**config.mk**
```make
export PLATFORM = sky130hd
export DESIGN_NAME = usb_rx_unit
export DESIGN_NICKNAME = d
export VERILOG_FILES = /design/src/design/usb_fifo_pkg.sv /design/src/design/frame_pkg.sv /design/src/design/frame_parser.sv /design/src/design/periph_writer.sv /design/src/design/usb_fifo_reader.sv /design/src/design/usb_rx_unit.sv
export SDC_FILE = /design/constraint.sdc
export NUM_CORES = 1
export LEC_CHECK = 0
export ABC_CLOCK_PERIOD_IN_PS = 3350
export BUFFER_PORTS_ARGS = -buffer_cell sky130_fd_sc_hd__clkbuf_2
export CORE_MARGIN = 5
export CORE_UTILIZATION = 58
export CTS_CLUSTER_DIAMETER = 60
export CTS_CLUSTER_SIZE = 12
export DETAILED_ROUTE_END_ITERATION = 10
export PLACE_DENSITY = 0.86
export SLEW_MARGIN = 20
export SYNTH_ARGS = -nofsm -noshare
export SYNTH_HDL_FRONTEND = slang
export SYNTH_SLANG_ARGS = --single-unit
```
**constraint.sdc**
```tcl
create_clock -name clk -period 3.35 [get_ports clk]
set_clock_uncertainty 0.15 [all_clocks]
set_input_delay 0 -clock clk [delete_from_list [all_inputs] [get_ports clk]]
set_output_delay 0 -clock clk [all_outputs]
set_load 0.01 [all_outputs]
```
**src/design/usb_fifo_pkg.sv**
```systemverilog
// Host FIFO byte types, reader handoff struct and rd strobe timing constants
package usb_fifo_pkg;

    // -------------------------------------------------------------------
    // Byte types on the FT245 side
    // -------------------------------------------------------------------

    // One byte as read from the host FIFO
    typedef logic [7:0] usb_byte_t;

    // Byte handed from reader to parser
    // valid is a single-cycle pulse
    typedef struct packed {
        logic      valid;
        usb_byte_t data;
    } fifo_byte_t;

    // -------------------------------------------------------------------
    // rd strobe timing
    // -------------------------------------------------------------------

    // Cycles rd stays low, covers the FIFO minimum strobe width
    localparam int RD_LOW_CYCLES = 2;

    // Strobe counter sized to reach RD_LOW_CYCLES
    localparam int RD_CNT_W = $clog2(RD_LOW_CYCLES + 1);

    typedef logic [RD_CNT_W-1:0] rd_cnt_t;

endpackage

```
**src/design/frame_pkg.sv**
```systemverilog
// Frame markers, control-byte fields, parser state enum and parser handoff structs
package frame_pkg;

    import usb_fifo_pkg::*;

    // -------------------------------------------------------------------
    // Frame markers and control byte layout
    // -------------------------------------------------------------------

    // First byte of every frame
    localparam usb_byte_t FRAME_HEADER  = 8'hAA;
    // Last byte of every frame
    localparam usb_byte_t FRAME_TRAILER = 8'h55;

    // Control byte, bit 7 set for a read request
    localparam int CTRL_READ_BIT = 7;

    // -------------------------------------------------------------------
    // Field widths
    // -------------------------------------------------------------------

    // Peripheral sub-address, low bits of the control byte
    typedef logic [CTRL_READ_BIT-1:0] subadd_t;

    // Write counter, one bit wider than the count byte
    typedef logic [8:0] byte_count_t;

    // Read length, MSB byte then count byte as LSB
    typedef logic [15:0] read_len_t;

    // -------------------------------------------------------------------
    // Parser FSM
    // -------------------------------------------------------------------

    typedef enum logic [3:0] {
        ST_IDLE,
        ST_HEADER,
        ST_COUNT,
        ST_CONTROL,
        ST_DATA,
        ST_WRITE,
        ST_COUNT_MSB,
        ST_TRAILER,
        ST_RUNTX
    } rx_state_t;

    // -------------------------------------------------------------------
    // Handoff structs
    // -------------------------------------------------------------------

    // Parser to writer, valid held until wr_done
    typedef struct packed {
        logic      valid;
        logic      first;
        subadd_t   subadd;
        usb_byte_t data;
    } wr_req_t;

    // Parser to transmit side, steady while runtx is high
    typedef struct packed {
        subadd_t   subadd;
        read_len_t len;
    } read_req_t;

endpackage

```
**src/design/frame_parser.sv**
```systemverilog
// Frame parser FSM with header and trailer checks, count, direction and sub-address registers
`timescale 1ns/1ps

module frame_parser
    import usb_fifo_pkg::*;
    import frame_pkg::*;
(
    input  logic       clk,
    input  logic       n_reset,
    input  fifo_byte_t byte_i,
    input  logic       tx_busy_i,
    input  logic       wr_done_i,
    input  logic       endtx_i,
    output logic       fetch_o,
    output wr_req_t    wr_req_o,
    output read_req_t  read_req_o,
    output logic       runtx_o,
    output logic       busy_o,
    output logic       header_error_o,
    output logic       trailer_error_o
);

    rx_state_t   state_q;
    rx_state_t   state_d;

    // Frame fields
    usb_byte_t   count_q;
    usb_byte_t   len_msb_q;
    subadd_t     subadd_q;
    logic        read_q;

    // Write request and progress
    byte_count_t wr_cnt_q;
    logic        wr_valid_q;
    logic        wr_first_q;
    usb_byte_t   wr_data_q;

    logic        header_ok;
    logic        trailer_ok;
    logic        last_write;

    assign header_ok  = (byte_i.data == FRAME_HEADER);
    assign trailer_ok = (byte_i.data == FRAME_TRAILER);
    // count+1 writes in total, this is the last one
    assign last_write = (wr_cnt_q == {1'b0, count_q});

    // -------------------------------------------------------------------
    // Next state
    // -------------------------------------------------------------------

    always_comb
    begin
        state_d = state_q;
        case (state_q)
            // Transmit side must be quiet before a new frame
            ST_IDLE:
                if (!tx_busy_i)
                    state_d = ST_HEADER;
            ST_HEADER:
                if (byte_i.valid)
                    state_d = header_ok ? ST_COUNT : ST_IDLE;
            ST_COUNT:
                if (byte_i.valid)
                    state_d = ST_CONTROL;
            ST_CONTROL:
                if (byte_i.valid)
                    state_d = byte_i.data[CTRL_READ_BIT] ? ST_COUNT_MSB : ST_DATA;
            ST_DATA:
                if (byte_i.valid)
                    state_d = ST_WRITE;
            // Wait for the writer to finish the strobe
            ST_WRITE:
                if (wr_done_i)
                    state_d = last_write ? ST_TRAILER : ST_DATA;
            ST_COUNT_MSB:
                if (byte_i.valid)
                    state_d = ST_TRAILER;
            ST_TRAILER:
                if (byte_i.valid)
                    state_d = (trailer_ok && read_q) ? ST_RUNTX : ST_IDLE;
            ST_RUNTX:
                if (endtx_i)
                    state_d = ST_IDLE;
            default:
                state_d = ST_IDLE;
        endcase
    end

    // -------------------------------------------------------------------
    // Control registers
    // -------------------------------------------------------------------

    always_ff @(posedge clk or negedge n_reset)
    begin
        if (!n_reset)
        begin
            state_q         <= ST_IDLE;
            read_q          <= 1'b0;
            wr_cnt_q        <= '0;
            wr_valid_q      <= 1'b0;
            wr_first_q      <= 1'b0;
            header_error_o  <= 1'b0;
            trailer_error_o <= 1'b0;
        end
        else
        begin
            state_q <= state_d;
            // Single-cycle error pulses
            header_error_o  <= (state_q == ST_HEADER) && byte_i.valid && !header_ok;
            trailer_error_o <= (state_q == ST_TRAILER) && byte_i.valid && !trailer_ok;
            case (state_q)
                ST_CONTROL:
                    if (byte_i.valid)
                    begin
                        read_q   <= byte_i.data[CTRL_READ_BIT];
                        wr_cnt_q <= '0;
                    end
                ST_DATA:
                    if (byte_i.valid)
                    begin
                        wr_valid_q <= 1'b1;
                        wr_first_q <= (wr_cnt_q == '0);
                    end
                ST_WRITE:
                    if (wr_done_i)
                    begin
                        wr_valid_q <= 1'b0;
                        wr_first_q <= 1'b0;
                        wr_cnt_q   <= wr_cnt_q + byte_count_t'(1);
                    end
                default:
                    ;
            endcase
        end
    end

    // Frame fields, loaded as each byte arrives
    always_ff @(posedge clk)
    begin
        if (byte_i.valid)
        begin
            case (state_q)
                ST_COUNT:     count_q   <= byte_i.data;
                ST_CONTROL:   subadd_q  <= byte_i.data[CTRL_READ_BIT-1:0];
                ST_COUNT_MSB: len_msb_q <= byte_i.data;
                ST_DATA:      wr_data_q <= byte_i.data;
                default:      ;
            endcase
        end
    end

    // -------------------------------------------------------------------
    // Outputs
    // -------------------------------------------------------------------

    // Byte wanted from the reader
    assign fetch_o = state_q inside {ST_HEADER, ST_COUNT, ST_CONTROL,
                                     ST_DATA, ST_COUNT_MSB, ST_TRAILER};

    assign busy_o  = (state_q == ST_DATA) || (state_q == ST_WRITE);
    assign runtx_o = (state_q == ST_RUNTX);

    assign wr_req_o = '{valid: wr_valid_q, first: wr_first_q,
                        subadd: subadd_q, data: wr_data_q};

    // Count byte is the LSB of the read length
    assign read_req_o = '{subadd: subadd_q, len: {len_msb_q, count_q}};

endmodule

```
**src/design/periph_writer.sv**
```systemverilog
// Peripheral bus writer with n_write strobe, n_wait handling and n_sync first-write marking
`timescale 1ns/1ps

module periph_writer
    import usb_fifo_pkg::*;
    import frame_pkg::*;
(
    input  logic      clk,
    input  logic      n_reset,
    input  wr_req_t   wr_req_i,
    input  logic      n_wait_i,
    output usb_byte_t data_o,
    output subadd_t   subadd_o,
    output logic      n_write_o,
    output logic      n_sync_o,
    output logic      wr_done_o
);

    logic start;
    logic finish;

    // -------------------------------------------------------------------
    // Strobe start and end
    // -------------------------------------------------------------------

    // New request, but not the one just completed
    // valid is still high during the wr_done cycle
    assign start = wr_req_i.valid && n_write_o && !wr_done_o;

    // Peripheral ready while the strobe is active
    assign finish = !n_write_o && n_wait_i;

    // -------------------------------------------------------------------
    // Bus and strobe registers
    // -------------------------------------------------------------------

    always_ff @(posedge clk or negedge n_reset)
    begin
        if (!n_reset)
        begin
            n_write_o <= 1'b1;
            n_sync_o  <= 1'b1;
            wr_done_o <= 1'b0;
            data_o    <= '0;
            subadd_o  <= '0;
        end
        else
        begin
            // One-cycle done pulse, same cycle as the release
            wr_done_o <= finish;
            if (start)
            begin
                n_write_o <= 1'b0;
                // Sync follows the strobe only on the first byte
                n_sync_o  <= !wr_req_i.first;
                data_o    <= wr_req_i.data;
                subadd_o  <= wr_req_i.subadd;
            end
            else if (finish)
            begin
                n_write_o <= 1'b1;
                n_sync_o  <= 1'b1;
                // Idle bus reads as zero
                data_o    <= '0;
                subadd_o  <= '0;
            end
        end
    end

endmodule

```
**src/design/usb_fifo_reader.sv**
```systemverilog
// FT245 FIFO reader with rxf falling-edge latch, rd strobe timer and byte capture
`timescale 1ns/1ps

module usb_fifo_reader
    import usb_fifo_pkg::*;
(
    input  logic       clk,
    input  logic       n_reset,
    input  logic       rxf_i,
    input  usb_byte_t  usb_data_i,
    input  logic       fetch_i,
    output logic       rd_o,
    output fifo_byte_t byte_o
);

    // rxf synchronizer and edge history
    logic      rxf_meta_q;
    logic      rxf_sync_q;
    logic      rxf_prev_q;
    logic      rxf_fall;
    logic      rxf_latch_q;

    // Strobe control
    rd_cnt_t   rd_cnt_q;
    logic      rd_start;
    logic      rd_last;

    // Capture pipeline
    logic      cap_q;
    logic      valid_q;
    usb_byte_t data_q;

    // -------------------------------------------------------------------
    // rxf synchronizer and falling-edge latch
    // -------------------------------------------------------------------

    assign rxf_fall = rxf_prev_q && !rxf_sync_q;

    always_ff @(posedge clk or negedge n_reset)
    begin
        if (!n_reset)
        begin
            // FIFO empty until told otherwise
            rxf_meta_q  <= 1'b1;
            rxf_sync_q  <= 1'b1;
            rxf_prev_q  <= 1'b1;
            rxf_latch_q <= 1'b0;
        end
        else
        begin
            rxf_meta_q <= rxf_i;
            rxf_sync_q <= rxf_meta_q;
            rxf_prev_q <= rxf_sync_q;
            // A fresh edge wins over the clear
            if (rxf_fall)
                rxf_latch_q <= 1'b1;
            else if (rd_start || rxf_sync_q)
                rxf_latch_q <= 1'b0;
        end
    end

    // -------------------------------------------------------------------
    // rd strobe
    // -------------------------------------------------------------------

    // Only one byte in flight, wait for the previous valid to pass
    assign rd_start = rd_o && !cap_q && !valid_q && fetch_i && rxf_latch_q;

    // Last low cycle of the strobe
    assign rd_last = !rd_o && (rd_cnt_q == rd_cnt_t'(RD_LOW_CYCLES));

    always_ff @(posedge clk or negedge n_reset)
    begin
        if (!n_reset)
        begin
            rd_o     <= 1'b1;
            rd_cnt_q <= '0;
            cap_q    <= 1'b0;
            valid_q  <= 1'b0;
        end
        else
        begin
            if (rd_start)
            begin
                rd_o     <= 1'b0;
                rd_cnt_q <= rd_cnt_t'(1);
            end
            else if (rd_last)
            begin
                rd_o     <= 1'b1;
                rd_cnt_q <= '0;
            end
            else if (!rd_o)
                rd_cnt_q <= rd_cnt_q + rd_cnt_t'(1);
            // valid one cycle after rd rises
            cap_q   <= rd_last;
            valid_q <= cap_q;
        end
    end

    // Data sampled while rd is still low
    always_ff @(posedge clk)
    begin
        if (rd_last)
            data_q <= usb_data_i;
    end

    assign byte_o = '{valid: valid_q, data: data_q};

endmodule

```
**src/design/usb_rx_unit.sv**
```systemverilog
// Receive unit top level with FIFO reader, frame parser and peripheral writer
`timescale 1ns/1ps

module usb_rx_unit
    import usb_fifo_pkg::*;
    import frame_pkg::*;
(
    input  logic      clk,
    input  logic      n_reset,
    // Host FIFO
    input  logic      rxf_i,
    input  usb_byte_t usb_data_i,
    output logic      rd_o,
    // Peripheral bus
    input  logic      n_wait_i,
    output usb_byte_t data_o,
    output subadd_t   subadd_o,
    output logic      n_write_o,
    output logic      n_sync_o,
    // Transmit side
    input  logic      tx_busy_i,
    input  logic      endtx_i,
    output logic      runtx_o,
    output read_req_t read_req_o,
    // Status
    output logic      busy_o,
    output logic      header_error_o,
    output logic      trailer_error_o
);

    logic       fetch;
    fifo_byte_t fifo_byte;
    wr_req_t    wr_req;
    logic       wr_done;

    // Host FIFO side
    usb_fifo_reader reader_inst (
        .clk        (clk),
        .n_reset    (n_reset),
        .rxf_i      (rxf_i),
        .usb_data_i (usb_data_i),
        .fetch_i    (fetch),
        .rd_o       (rd_o),
        .byte_o     (fifo_byte)
    );

    // Frame decode
    frame_parser parser_inst (
        .clk             (clk),
        .n_reset         (n_reset),
        .byte_i          (fifo_byte),
        .tx_busy_i       (tx_busy_i),
        .wr_done_i       (wr_done),
        .endtx_i         (endtx_i),
        .fetch_o         (fetch),
        .wr_req_o        (wr_req),
        .read_req_o      (read_req_o),
        .runtx_o         (runtx_o),
        .busy_o          (busy_o),
        .header_error_o  (header_error_o),
        .trailer_error_o (trailer_error_o)
    );

    // Peripheral bus side
    periph_writer writer_inst (
        .clk       (clk),
        .n_reset   (n_reset),
        .wr_req_i  (wr_req),
        .n_wait_i  (n_wait_i),
        .data_o    (data_o),
        .subadd_o  (subadd_o),
        .n_write_o (n_write_o),
        .n_sync_o  (n_sync_o),
        .wr_done_o (wr_done)
    );

endmodule

```
======== Yosys cells after proc, flatten, opt, wreduce, memory -nomap -nowiden ========
Cells that the tools add are included.
Widths: inputs -> output; s select.
storage, ports and cells
  flip-flop bits (word level) ............. 84
  input port bits ......................... 14
  output and inout port bits .............. 45
  word-level logic and storage cells ...... 125
operators by class
  $add $sub $neg .......................... 2
  equal/unequal tests ..................... 22
  multiplexer cells ....................... 36
  reductions and logical operators ........ 40
operator list
  cell                 count
  $mux 4               10
  $pmux 4 s9           1
  $mux 9               2
  $pmux 9 s2           1
  $eq 4x3->1 const B   4
  $mux 8               2
  $ne 2x2->1 const B   8
  $logic_and 1x1->1    14
  $mux 7               2
  $mux 2               6
  $mux 1               10
  $reduce_bool 2->1    5
  $add 9x1->9 const B  1
  $eq 9x8->1           1
  $logic_not 1->1      9
  $logic_not 9->1      1
  $reduce_and 9->1     1
  $eq 4x2->1 const B   2
  $eq 8x7->1 const B   1
  $eq 8x8->1 const B   1
  $reduce_and 2->1     4
  $reduce_and 3->1     2
  $reduce_bool 6->1    1
  $eq 4x1->1 const B   1
  8 further kinds      10

======== Logic depth before layout (Yosys ltp) ========
  word-level depth ........................ 8
  depth in mapped cells ................... 7
  mapped depth without buffers ............ 5

======== By module ========
From an unflattened synthesis, not the netlist that was laid out.
unflattened totals
  cell total of the unflattened synthesis .. 302
  area total of the unflattened synthesis .. 3842.4 sq um
by module, submodules not included
  module           instances  cells an instance  area each (sq um)  seq. area each (sq um)
  frame_parser     1          175                2178.3             1381.3
  periph_writer    1          97                 1089.8             452.9
  usb_fifo_reader  1          30                 574.3              470.5

======== Worst setup path before layout ========
OpenSTA, ideal clock, no wires.
  path type ............................... reg-to-reg
  start ................................... reg parser_inst.state_q[3]
  end ..................................... reg parser_inst.wr_data_q[0] (enable)
  setup time .............................. 0.390 ns
  arrival ................................. 1.535 ns
  data required time ...................... 2.810 ns
  path slack .............................. 1.276 ns
  cell stages (with the launch flop) ...... 4
  buffers on the path ..................... 1
  clock period less this slack ............ 2.074 ns
  cells stage by stage .................... dfrtp_1 -> clkbuf_1 -> nand3b_1 -> nor3_1
on the way
  cells in the longest elaborated chain, start to end .. 2
RTL lines
  element                     line                 RTL
  start: declaration          frame_parser.sv:23   rx_state_t state_q;
  start signal: assignment    frame_parser.sv:107  state_q <= state_d;
  $eq 4x3->1                  frame_parser.sv:142  case (state_q)
  $reduce_and 2->1 (no line)  --
  end signal: assignment      frame_parser.sv:146  ST_DATA: wr_data_q <= byte_i.data;
  end: declaration            frame_parser.sv:36   usb_byte_t wr_data_q;
Every way passes these cells.
A chain may end at the register's enable or synchronous reset.

======== Worst setup path in the final report ========
  start ................................... reg parser_inst.state_q[3]
  end ..................................... reg parser_inst.subadd_q[5] (enable)
on the way
  cells in the longest elaborated chain, start to end .. 2
RTL lines
  element                     line                 RTL
  $eq 4x2->1                  frame_parser.sv:142
  $reduce_and 2->1 (no line)  --
  end signal: assignment      frame_parser.sv:144  ST_CONTROL: subadd_q <= byte_i.data[CTRL_READ_BIT-1:0];
  end: declaration            frame_parser.sv:29   subadd_t subadd_q;
Every way passes these cells.

==> impl_metrics.tcl <==
set metrics [dict create \
    setup_tns_ns 0 \
    clk_path_buf_depth 2 \
    core-area_um2 5540 \
    antenna_found_initial 0 \
    synth_compound_area_frac 0.0567 \
    power_density_nw_per_um2 524 \
    synthSimpleGateAreaFrac 0.184 \
    leakage_nw 1.68 \
    end_kind "flop" \
    synth_top_cell_area_share 0.351 \
    initialDrtViolationCount 180 \
    grt_pass1_wl_um 11400 \
    vias 2333 \
    synth_top_family_by_area "simple AND/OR/NAND/NOR gates" \
    hold_class "input port to asynchronous set/reset pin" \
    outcome "completed" \
    drv_cap 0 \
    ant_nets 0 \
    netlist_top_cells_count "nand2_1 (43), dfrtp_1 (39), edfxtp_1 (39)" \
    critPathMaxStageDelay_ns 0.52 \
    grt_max_degree 46 \
    async_reset_ff_frac 0.536 \
    ios 59 \
    period_needed_ns 2.20 \
    synth_edf_count 39 \
    endpoint "parser_inst.subadd_q[5]" \
    cts_made_buffers 9 \
    synth_most_common_cell "nand2_1" \
    drive_above_1_share 0.233 \
    cts.htree.levels 3 \
    rsz0062_at_grt "false" \
    finalCritPeriodShare 0.656 \
    placed_cells 386 \
    worstPathRequired_ns 3.20 \
    vdd_ir_drop_max_uv 501 \
    route.detailed.drc 0 \
    yosysWarningCount 0 \
    synth.largest_area_cell "edfxtp_1" \
    postCtsSetupBuffers 0 \
    fin_nets 354 \
    grt_usage 0.206 \
    max_freq_mhz 455 \
    routed_via_density 5.62 \
    cts_hold_buf 13 \
    grt_overflow 0 \
    syn_nets 286 \
    place_congestion 0.906 \
    crit_fanout 15 \
    slowest_stage "dfrtp_1" \
    reg2reg_slack_ns 1.15 \
    setup_violations 0 \
    crit_start "parser_inst.state_q[3]" \
    r2r_end "parser_inst.subadd_q[5]" \
    n_antenna_cell 0 \
    crit_family "simple AND/OR/NAND/NOR gates" \
    fp.dieH_um 85.8 \
    ys_seq_elements 84 \
    yosys.area_share.adder 0.00750 \
    max_slew_margin 0.525 \
    syn2layout_area_growth_pct 18.6 \
    path_buf_inv 1 \
    cts_resized 0 \
    finalMaxSlewViolations 0 \
    cp.depth 3 \
    synthTopCellsByArea "edfxtp_1 (35%), dfrtp_1 (29%), nand2_1 (4.8%)" \
    initial_core_util 0.602 \
    cts.sinks 84 \
    ys_seq_area_frac 0.691 \
    hold_violations 0 \
    synth_mux_area_frac 0 \
    clkSlewWorstSetupHoldPaths_ns 0.08 \
    die_w_um 85.8 \
    wl_um 6980 \
    cts_tree "yes" \
    rows 27 \
    instances_no_fill 415 \
    path_cells "or3b_1 -> or2_2 -> inv_1" \
    syn-cell-area_um2 3330 \
    dieArea_um2 7370 \
    fillers 397 \
    synth-xor-area-share 0.0341 \
    synth_cell_types 43 \
    worst_ep_arrival_time_ns 2.05 \
    synth_flop_cell "edfxtp_1" \
    portBuffers 58 \
    synth_area_per_cell_um2 12.3 \
    insertion_delay_ns 0.35 \
    postSynthCellCount 270 \
    root_buffer "clkbuf_8" \
    path_class "flop to flop" \
    rr_worst_depth 3 \
    critPathLaunchType "flop" \
    worstMarginPinSlew_ns 0.711 \
    wl_per_cell_um 16.8 \
    firstDrtPassIters 4 \
    rr_startpoint "parser_inst.state_q[3]" \
    grt_pass1_vias 2278 \
    dp_hpwl_um 4850 \
]
[state kept, by name, summed over array words and instances, names as in the netlist, 2 cells and up]
register               flops
reader_inst.data_q         8
parser_inst.wr_cnt_q       9
parser_inst.count_q        8
parser_inst.wr_data_q      8
parser_inst.state_q        4
writer_inst.data_o         8
writer_inst.subadd_o       7
parser_inst.subadd_q       7
reader_inst.rd_cnt_q       2
parser_inst.len_msb_q      8
[kinds of logic after synthesis]
kind of cell / count (synthesis)
flops: 84
xor+xnor: 13
simple gates: 119
buf+inv: 22
compound gates: 30
fa+ha+maj: 2
[cell type report]
| cell class | instances | area (µm²) | share of cell area |
|---|---|---|---|
| Tap cell | 72 | 90.1 | 0.0228 |
| Clock buffer | 12 | 135 | 0.0342 |
| Inverter | 7 | 26.3 | 0.00664 |
| Multi-Input combinational cell | 164 | 942 | 0.238 |
| Timing Repair Buffer | 72 | 430 | 0.109 |
| Sequential cell | 84 | 2300 | 0.583 |
| Clock inverter | 4 | 26.3 | 0.00664 |
[layer usage]
metal,vias up,GRT usage,wire length (µm),part of all wire
met5,-,0,0,0
met4,0,0.0777,126,0.018
met3,13,0.0653,497,0.071
met2,84,0.342,3520,0.50
met1,1138,0.253,2830,0.41
li1,1098,-,-,-
[where the power goes]
group / internal (W) / switching, W
Sequential: 0.00117 / 0.0000851
Combinational: 0.000103 / 0.000114
Clock: 0.000269 / 0.000333
Total: 0.00154 / 0.000533
[worst min-delay path by stage]
stage | end | startpoint | cells past startpoint
2_1_floorplan | parser_inst.header_error_o | n_reset | 0
3_3_place_gp | reader_inst.rxf_meta_q | rxf_i | 1
3_5_place_dp | reader_inst.rxf_meta_q | rxf_i | 1
4_1_cts | reader_inst.rxf_meta_q | rxf_i | 2
5_1_grt | parser_inst.wr_cnt_q[1] | n_reset | 2
6_report | parser_inst.wr_cnt_q[1] | n_reset | 2
[cells in the final DEF (no fill, tap or decap), drive strengths merged, types with 5 or more instances in the layout]
cell         instances
nand3               22
inv                  7
dlygate4sd3         13
xor2                 6
nand4                7
nor3                 5
nand2               43
nor2                13
clkbuf              69
edfxtp              39
xnor2                7
dfrtp               39
dfstp                6
nor2b                5
o21ai               13
[through the flow]
stage	utilization	hold WS, ns	setup WS, ns	area, µm²	power, W
4_1_cts	0.713	0.117	1.16	3950	0.00208
2_1_floorplan	-	-0.446	1.28	3330	0.00139
5_1_grt	0.714	0.0812	1.07	3960	0.00217
3_5_place_dp	0.661	-0.0580	1.18	3660	0.00148
6_report	0.714	0.0325	1.15	3960	0.00207
3_3_place_gp	0.661	-0.0612	1.24	3660	0.00146
(Power assumes the default switching activity.)
